<file path="src/boot_pkg.sv">
// flash and SRAM memory map, access codes, copy length and the sequencer state type
`default_nettype none

package boot_pkg;

	// memory map
	localparam logic [31:0] NVM_BASE        = 32'h6000_0800;	// first flash word
	localparam logic [31:0] NVM_CTRL_ADDR   = 32'h6008_01FC;	// fabric access control
	localparam logic [31:0] NVM_STATUS_ADDR = 32'h6008_0120;	// flash status
	localparam logic [31:0] RAM_BASE        = 32'h1000_0000;	// first SRAM slot

	// control register values
	localparam logic [31:0] ACCESS_REQ = 32'h0000_0001;	// request fabric access
	localparam logic [31:0] ACCESS_REL = 32'h0000_0000;	// hand access back
	localparam logic [2:0]  GRANT_CODE = 3'b110;	// readback bits 2:0 when granted

	localparam int unsigned READY_BIT = 0;	// status word ready flag

	// 128 words fill 512 byte slots in SRAM
	localparam int unsigned COPY_WORDS = 128;
	localparam int unsigned WORD_CNT_W = $clog2(COPY_WORDS);

	typedef enum logic [3:0]
	{
		ST_IDLE    = 4'd0,	// wait for start
		ST_REQ     = 4'd1,	// write access request
		ST_GRANT   = 4'd2,	// read back control and check grant
		ST_POLL    = 4'd3,	// read status until ready
		ST_READ    = 4'd4,	// read one flash word
		ST_WRITE   = 4'd5,	// one byte to SRAM
		ST_NEXT    = 4'd6,	// next word or release
		ST_RELEASE = 4'd7,	// write access release
		ST_DONE    = 4'd8	// terminal
	} boot_state_e;

endpackage

`default_nettype wire

</file>
<file path="src/ahb_pkg.sv">
// AHB-Lite transfer type, size and burst encodings, protection value and bus widths
`default_nettype none

package ahb_pkg;

	localparam int unsigned ADDR_W = 32;	// address bus width
	localparam int unsigned DATA_W = 32;	// data bus width

	// HTRANS codes, only single transfers are issued
	typedef enum logic [1:0]
	{
		HTRANS_IDLE   = 2'b00,
		HTRANS_NONSEQ = 2'b10
	} htrans_e;

	// HSIZE codes in use
	typedef enum logic [2:0]
	{
		HSIZE_BYTE = 3'b000,	// 8 bit
		HSIZE_WORD = 3'b010	// 32 bit
	} hsize_e;

	localparam logic [2:0] HBURST_SINGLE = 3'b000;	// single transfer burst

	// privileged data access, not cacheable, not bufferable
	localparam logic [3:0] HPROT_DATA = 4'b0011;

endpackage

`default_nettype wire
</file>
<file path="src/xfer_if.sv">
// single-transfer command and result channel between the boot sequencer and the AHB engine
`timescale 1ns/1ps
`default_nettype none

interface xfer_if import ahb_pkg::*; ();

	// command, valid on the start cycle
	logic              start;	// one cycle pulse
	logic              write;
	logic [ADDR_W-1:0] addr;
	logic [DATA_W-1:0] wdata;
	hsize_e            size;

	// result
	logic              busy;	// transfer in progress
	logic              done;	// one cycle pulse after data phase
	logic [DATA_W-1:0] rdata;	// valid with done on reads

	modport seq
	(
		output start, write, addr, wdata, size,
		input  busy, done, rdata
	);

	modport eng
	(
		input  start, write, addr, wdata, size,
		output busy, done, rdata
	);

endinterface

`default_nettype wire

</file>
<file path="src/nvm_boot_copier.sv">
// top level of the flash-to-SRAM boot copier with AHB-Lite master ports
`timescale 1ns/1ps
`default_nettype none

module nvm_boot_copier import ahb_pkg::*;
(
	input  logic              HCLK,
	input  logic              HRESETn,
	input  logic              start,
	output logic [ADDR_W-1:0] HADDR,
	output logic [1:0]        HTRANS,
	output logic              HWRITE,
	output logic [2:0]        HSIZE,
	output logic [2:0]        HBURST,
	output logic [3:0]        HPROT,
	output logic [DATA_W-1:0] HWDATA,
	input  logic [DATA_W-1:0] HRDATA,
	input  logic              HREADY,
	output logic              ahb_busy,
	output logic              ram_init_done
);

	xfer_if u_xfer ();

	assign HBURST = HBURST_SINGLE;	// never bursts
	assign HPROT  = HPROT_DATA;

	boot_sequencer u_seq
	(
		.HCLK          (HCLK),
		.HRESETn       (HRESETn),
		.start         (start),
		.xfer          (u_xfer.seq),
		.ahb_busy      (ahb_busy),
		.ram_init_done (ram_init_done)
	);

	ahb_xfer_engine u_eng
	(
		.HCLK    (HCLK),
		.HRESETn (HRESETn),
		.bus     (u_xfer.eng),
		.HADDR   (HADDR),
		.HTRANS  (HTRANS),
		.HWRITE  (HWRITE),
		.HSIZE   (HSIZE),
		.HWDATA  (HWDATA),
		.HRDATA  (HRDATA),
		.HREADY  (HREADY)
	);

endmodule

`default_nettype wire

</file>
<file path="src/boot_sequencer.sv">
// boot copy FSM: flash access request and grant, ready polling, word reads, byte writes, release
`timescale 1ns/1ps
`default_nettype none

module boot_sequencer import ahb_pkg::*, boot_pkg::*;
(
	input  logic HCLK,
	input  logic HRESETn,
	input  logic start,
	xfer_if.seq  xfer,
	output logic ahb_busy,
	output logic ram_init_done
);

	boot_state_e           state;
	logic                  issue;	// start pulse to the engine
	logic [ADDR_W-1:0]     nvm_addr;
	logic [ADDR_W-1:0]     ram_addr;
	logic [WORD_CNT_W-1:0] word_cnt;	// words already copied
	logic [1:0]            byte_idx;	// byte of word_buf being written
	logic [DATA_W-1:0]     word_buf;

	logic [ADDR_W-1:0]     cmd_addr;
	logic                  cmd_write;
	logic [DATA_W-1:0]     cmd_wdata;
	hsize_e                cmd_size;

	// command follows the state, the engine samples it on the start pulse
	always_comb
	begin
		cmd_addr  = NVM_CTRL_ADDR;
		cmd_write = 1'b0;
		cmd_wdata = '0;
		cmd_size  = HSIZE_WORD;
		case (state)
			ST_REQ:
			begin
				cmd_write = 1'b1;
				cmd_wdata = ACCESS_REQ;
			end
			ST_POLL:
				cmd_addr = NVM_STATUS_ADDR;
			ST_READ:
				cmd_addr = nvm_addr;
			ST_WRITE:
			begin
				cmd_addr  = ram_addr;
				cmd_write = 1'b1;
				cmd_wdata = DATA_W'(word_buf[{byte_idx, 3'b000} +: 8]);	// lane 0 only
				cmd_size  = HSIZE_BYTE;
			end
			ST_RELEASE:
			begin
				cmd_write = 1'b1;
				cmd_wdata = ACCESS_REL;
			end
			default:
			begin
				cmd_addr = NVM_CTRL_ADDR;	// grant readback and idle states
			end
		endcase
	end

	assign xfer.start = issue;
	assign xfer.write = cmd_write;
	assign xfer.addr  = cmd_addr;
	assign xfer.wdata = cmd_wdata;
	assign xfer.size  = cmd_size;

	always_ff @(posedge HCLK or negedge HRESETn)
	begin
		if (!HRESETn)
		begin
			state         <= ST_IDLE;
			issue         <= 1'b0;
			nvm_addr      <= NVM_BASE;
			ram_addr      <= RAM_BASE;
			word_cnt      <= '0;
			byte_idx      <= '0;
			ahb_busy      <= 1'b0;
			ram_init_done <= 1'b0;
		end
		else
		begin
			issue <= 1'b0;
			case (state)
				ST_IDLE:
				begin
					if (start)
					begin
						state    <= ST_REQ;
						issue    <= 1'b1;
						ahb_busy <= 1'b1;
					end
				end
				ST_REQ:
				begin
					if (xfer.done)
					begin
						state <= ST_GRANT;
						issue <= 1'b1;
					end
				end
				ST_GRANT:
				begin
					if (xfer.done)
					begin
						issue <= 1'b1;
						if (xfer.rdata[2:0] == GRANT_CODE)
							state <= ST_POLL;
						else
							state <= ST_REQ;	// denied, ask again
					end
				end
				ST_POLL:
				begin
					if (xfer.done)
					begin
						issue <= 1'b1;
						if (xfer.rdata[READY_BIT])
							state <= ST_READ;
					end
				end
				ST_READ:
				begin
					if (xfer.done)
					begin
						state    <= ST_WRITE;
						issue    <= 1'b1;
						byte_idx <= '0;
					end
				end
				ST_WRITE:
				begin
					if (xfer.done)
					begin
						ram_addr <= ram_addr + 32'd4;	// one byte per SRAM slot
						if (byte_idx == 2'd3)
							state <= ST_NEXT;
						else
						begin
							byte_idx <= byte_idx + 2'd1;
							issue    <= 1'b1;
						end
					end
				end
				ST_NEXT:
				begin
					issue <= 1'b1;
					if (word_cnt == WORD_CNT_W'(COPY_WORDS - 1))
						state <= ST_RELEASE;
					else
					begin
						word_cnt <= word_cnt + 1'b1;
						nvm_addr <= nvm_addr + 32'd4;
						state    <= ST_POLL;
					end
				end
				ST_RELEASE:
				begin
					if (xfer.done)
					begin
						state         <= ST_DONE;
						ahb_busy      <= 1'b0;
						ram_init_done <= 1'b1;
					end
				end
				default:
					state <= ST_DONE;	// stays here until reset
			endcase
		end
	end

	always_ff @(posedge HCLK)
	begin
		if (state == ST_READ && xfer.done)
			word_buf <= xfer.rdata;
	end

	// byte writes land on word-aligned slots
	a_ram_align: assert property (@(posedge HCLK) disable iff (!HRESETn)
		(xfer.start && xfer.size == HSIZE_BYTE) |-> (xfer.addr[1:0] == 2'b00));

	a_done_sticky: assert property (@(posedge HCLK) disable iff (!HRESETn)
		ram_init_done |=> ram_init_done);

endmodule

`default_nettype wire

</file>
<file path="src/ahb_xfer_engine.sv">
// AHB-Lite master engine running one single transfer at a time with wait states
`timescale 1ns/1ps
`default_nettype none

module ahb_xfer_engine import ahb_pkg::*;
(
	input  logic              HCLK,
	input  logic              HRESETn,
	xfer_if.eng               bus,
	output logic [ADDR_W-1:0] HADDR,
	output htrans_e           HTRANS,
	output logic              HWRITE,
	output hsize_e            HSIZE,
	output logic [DATA_W-1:0] HWDATA,
	input  logic [DATA_W-1:0] HRDATA,
	input  logic              HREADY
);

	typedef enum logic [1:0]
	{
		E_IDLE = 2'd0,
		E_ADDR = 2'd1,	// NONSEQ on the bus
		E_DATA = 2'd2	// HWDATA out or read data expected
	} eng_state_e;

	eng_state_e        state;
	logic              done_q;
	logic [DATA_W-1:0] wdata_q;	// write data held until data phase
	logic [DATA_W-1:0] rdata_q;

	assign bus.busy  = (state != E_IDLE);
	assign bus.done  = done_q;
	assign bus.rdata = rdata_q;

	always_ff @(posedge HCLK or negedge HRESETn)
	begin
		if (!HRESETn)
		begin
			state  <= E_IDLE;
			HADDR  <= '0;
			HTRANS <= HTRANS_IDLE;
			HWRITE <= 1'b0;
			HSIZE  <= HSIZE_WORD;
			done_q <= 1'b0;
		end
		else
		begin
			done_q <= 1'b0;
			case (state)
				E_IDLE:
				begin
					if (bus.start)
					begin
						HADDR  <= bus.addr;	// address phase starts next cycle
						HWRITE <= bus.write;
						HSIZE  <= bus.size;
						HTRANS <= HTRANS_NONSEQ;
						state  <= E_ADDR;
					end
				end
				E_ADDR:
				begin
					if (HREADY)
					begin
						HTRANS <= HTRANS_IDLE;	// no follow-on transfer
						state  <= E_DATA;
					end
				end
				E_DATA:
				begin
					if (HREADY)
					begin
						done_q <= 1'b1;
						state  <= E_IDLE;
					end
				end
				default:
					state <= E_IDLE;
			endcase
		end
	end

	always_ff @(posedge HCLK)
	begin
		if (state == E_IDLE && bus.start)
			wdata_q <= bus.wdata;
		if (state == E_ADDR && HREADY)
			HWDATA <= wdata_q;	// held through data phase stalls
		if (state == E_DATA && HREADY && !HWRITE)
			rdata_q <= HRDATA;
	end

	// slave stall must not see the address phase change under it
	a_addr_hold: assert property (@(posedge HCLK) disable iff (!HRESETn)
		(state == E_ADDR && !HREADY) |=>
		($stable(HADDR) && $stable(HWRITE) && $stable(HSIZE) && HTRANS == HTRANS_NONSEQ));

	// the sequencer keeps only one transfer in flight
	a_no_overlap: assert property (@(posedge HCLK) disable iff (!HRESETn)
		bus.start |-> !bus.busy);

endmodule

`default_nettype wire

</file>
<file path="config.mk">
export PLATFORM = sky130hd
export DESIGN_NAME = nvm_boot_copier
export DESIGN_NICKNAME = d
export VERILOG_FILES = /design/src/boot_pkg.sv /design/src/ahb_pkg.sv /design/src/xfer_if.sv /design/src/nvm_boot_copier.sv /design/src/boot_sequencer.sv /design/src/ahb_xfer_engine.sv
export SDC_FILE = /design/constraint.sdc
export NUM_CORES = 1
export LEC_CHECK = 0
export ABC_AREA = 1
export ABC_CLOCK_PERIOD_IN_PS = 3300
export BUFFER_PORTS_ARGS = -buffer_cell sky130_fd_sc_hd__buf_2
export CORE_UTILIZATION = 45
export CTS_CLUSTER_DIAMETER = 150
export CTS_CLUSTER_SIZE = 28
export DETAILED_ROUTE_END_ITERATION = 12
export PLACE_DENSITY = 0.7
export RECOVER_POWER = 100
export SLEW_MARGIN = 20
export SYNTH_ARGS = -nofsm -noshare
export SYNTH_HDL_FRONTEND = slang
export SYNTH_HIERARCHICAL = 1
export SYNTH_SLANG_ARGS = --single-unit
</file>
<file path="constraint.sdc">
create_clock -name HCLK -period 3.3 [get_ports HCLK]
set_input_delay 0.825 -clock HCLK [delete_from_list [all_inputs] [get_ports HCLK]]
set_output_delay 0.825 -clock HCLK [all_outputs]
set_load 0.1 [all_outputs]
</file>
==> impl_metrics.ini <==
[cts]
cts_buffers = 12
cts.clk_slew.worst_paths_ps = 110
cts-root-buf = clkbuf_16
cts_buffer_depth = 3
clock_sinks = 244
ctsHoldBuffers = 0
cts_tree = yes
clk_latency_ps = 490
cts-resized-gates = 0
postCtsSetupBuffers = 0
htreeDepth = 1

[setup_path]
path_delay_family = buffers and inverters
crit_type = reg -> out
required_ps = 2470
reg2regPathDepth = 6
crit_path_end_kind = output pin
cp_data_arrival_time_ps = 1900
slowest_stage = clkbuf_1
critical-path-max-stage-delay_ps = 860
reg2reg_from = u_seq/state[1]
crit_start = u_eng/HSIZE[1]
regToRegSetupSlack_ps = 700
cp-start-kind = flop
crit_fanout = 2
endpoint = HSIZE[1]
crit_cells = 1
crit_buf_inv = 1
cp_cell_sequence = clkbuf_1
reg2reg_to = u_seq/word_buf[4]

[final_layout]
diodes = 0
num-fill-cells = 2129
fin_cells = 1469
nNetsFinal = 1190
drive_gt1_share_pct = 6.06
multi_input_area_mm2 = 0.00316
register_area_mm2 = 0.00675
syn_to_final_growth_pct = 8.23

[min_path]
worstHoldPathType = reg -> reg

[place]
dp_hpwl_um = 15600
io_buffers = 106
place_congestion = 0.988
dp.cells = 1449

[global_route]
grt_antenna_before_repair = 0
grt_use_total_pct = 18.2
grt_pass1_vias = 6721
grt.overflow.total = 0
grt_start_max_net_pins = 83
grt_pass1_wl_um = 34800

[routing]
top_layer = met4
wl_per_cell_um = 14.9
vias = 7225
drtAntennaViolNets = 0
drtIter0Drc = 692
dr.pass1.iters = 5
viasPerCell = 4.92
dr_wl_met3_um = 1390
routed_wl_um = 21900
met2_length_um = 9740
wl_met1_um = 10300
drc = 0

[run_status]
status = finished with violations
violations = capacitance limit, slew limit

[power_and_ir_drop]
leakagePower_nw = 4.76
peakVddDrop_v = 0.000286
power-per-cell-area_mw_per_mm2 = 428

[die]
die-height_um = 156
coreArea_mm2 = 0.0229
ios = 115
initial_core_util_pct = 46.5
die_x_um = 156
die_area_mm2 = 0.0243
rows = 55

[sta]
fin_crit_sh_pct = 82.5
slew-limit-headroom_pct = -36.6
tns_ps = 0
fmax_ghz = 0.367
fin_crit_ps = 2720
worst_slew_pin_slew_ps = 2050
drv_slew = 107
finalSetupViolations = 0
hold_viol_final = 0
fin_skew_ps = 33.0
rsz0062_at_grt = no

[synthesis]
ys.warnings.count = 6
synth_area_mm2 = 0.0107
synth.avg_cell_area_um2 = 10.2
syn_inst = 1049

[job]
drv_cap = 3
==> where the power goes <==
part           leakage [nW]  switching [W]  internal (W)
registers              2.72    0.000000691       0.00319
logic                  1.87      0.0000891     0.0000173
clock network         0.172       0.000893      0.000743
total                  4.76       0.000983       0.00395
==> worst min path at each step <==
stage	startpoint	end	cells past startpoint
floorplan	u_eng/wdata_q[0]	u_eng/HWDATA[0]	0
global placement	u_eng/wdata_q[2]	u_eng/HWDATA[2]	0
detailed placement	u_eng/wdata_q[14]	u_eng/HWDATA[14]	0
CTS	HRESETn	u_seq/nvm_addr[19]	1
global route	u_eng/bus.rdata[21]	u_seq/word_buf[21]	0
finish	u_eng/bus.rdata[21]	u_seq/word_buf[21]	0
==> final cells by class <==
class | count | share of cell area (%)
repair buffers | 115 | 4.33
clock buffers | 19 | 3.01
well taps | 313 | 3.39
flip-flops and latches | 244 | 58.5
multi-input cells | 675 | 27.3
clock inverters | 1 | 0.0759
inverters | 102 | 3.32
==> metrics by stage <==
step / total power (W) / worst slack [ps] / util, % / hold WS [ps] / instance area [um^2]
floorplan: 0.00334 / 563 / - / 400 / 10800
global placement: 0.00337 / 1200 / 49.7 / 401 / 11400
detailed placement: 0.00337 / 1130 / 49.7 / 405 / 11400
CTS: 0.00500 / 1010 / 51.2 / 293 / 11700
global route: 0.00510 / 512 / 50.4 / 433 / 11500
finish: 0.00494 / 577 / 50.4 / 423 / 11500
==> layout by cell type, fill, tap and decap left out, drive strengths merged, types with 30 or more instances in the layout <==
cell	count
buf	35
clkbuf	99
conb	36
dfrtp	111
edfxtp	128
inv	101
nand2	286
nand3	95
nor2	112
o21ai	35
xor2	30
==> flip-flops by register name (all words and copies together) (netlist names), 2 cells and up <==
signal and cells:
u_seq/nvm_addr 30, u_seq/word_buf 32, u_eng/bus.rdata 32, u_eng/state 2
u_eng/HADDR 32, u_eng/HSIZE 3, u_seq/byte_idx 2, u_eng/wdata_q 32
u_eng/HWDATA 32, u_seq/ram_addr 30, u_seq/word_cnt 7, u_seq/state 4
==> metal layers <==
layer  up-vias  global-route usage, %
met5         -                      0
met4         0                   5.51
met3        37                   3.00
met2       229                   28.0
met1      3388                   26.4
li1       3571                      -
Note: power is estimated with default switching activity, not from simulation.
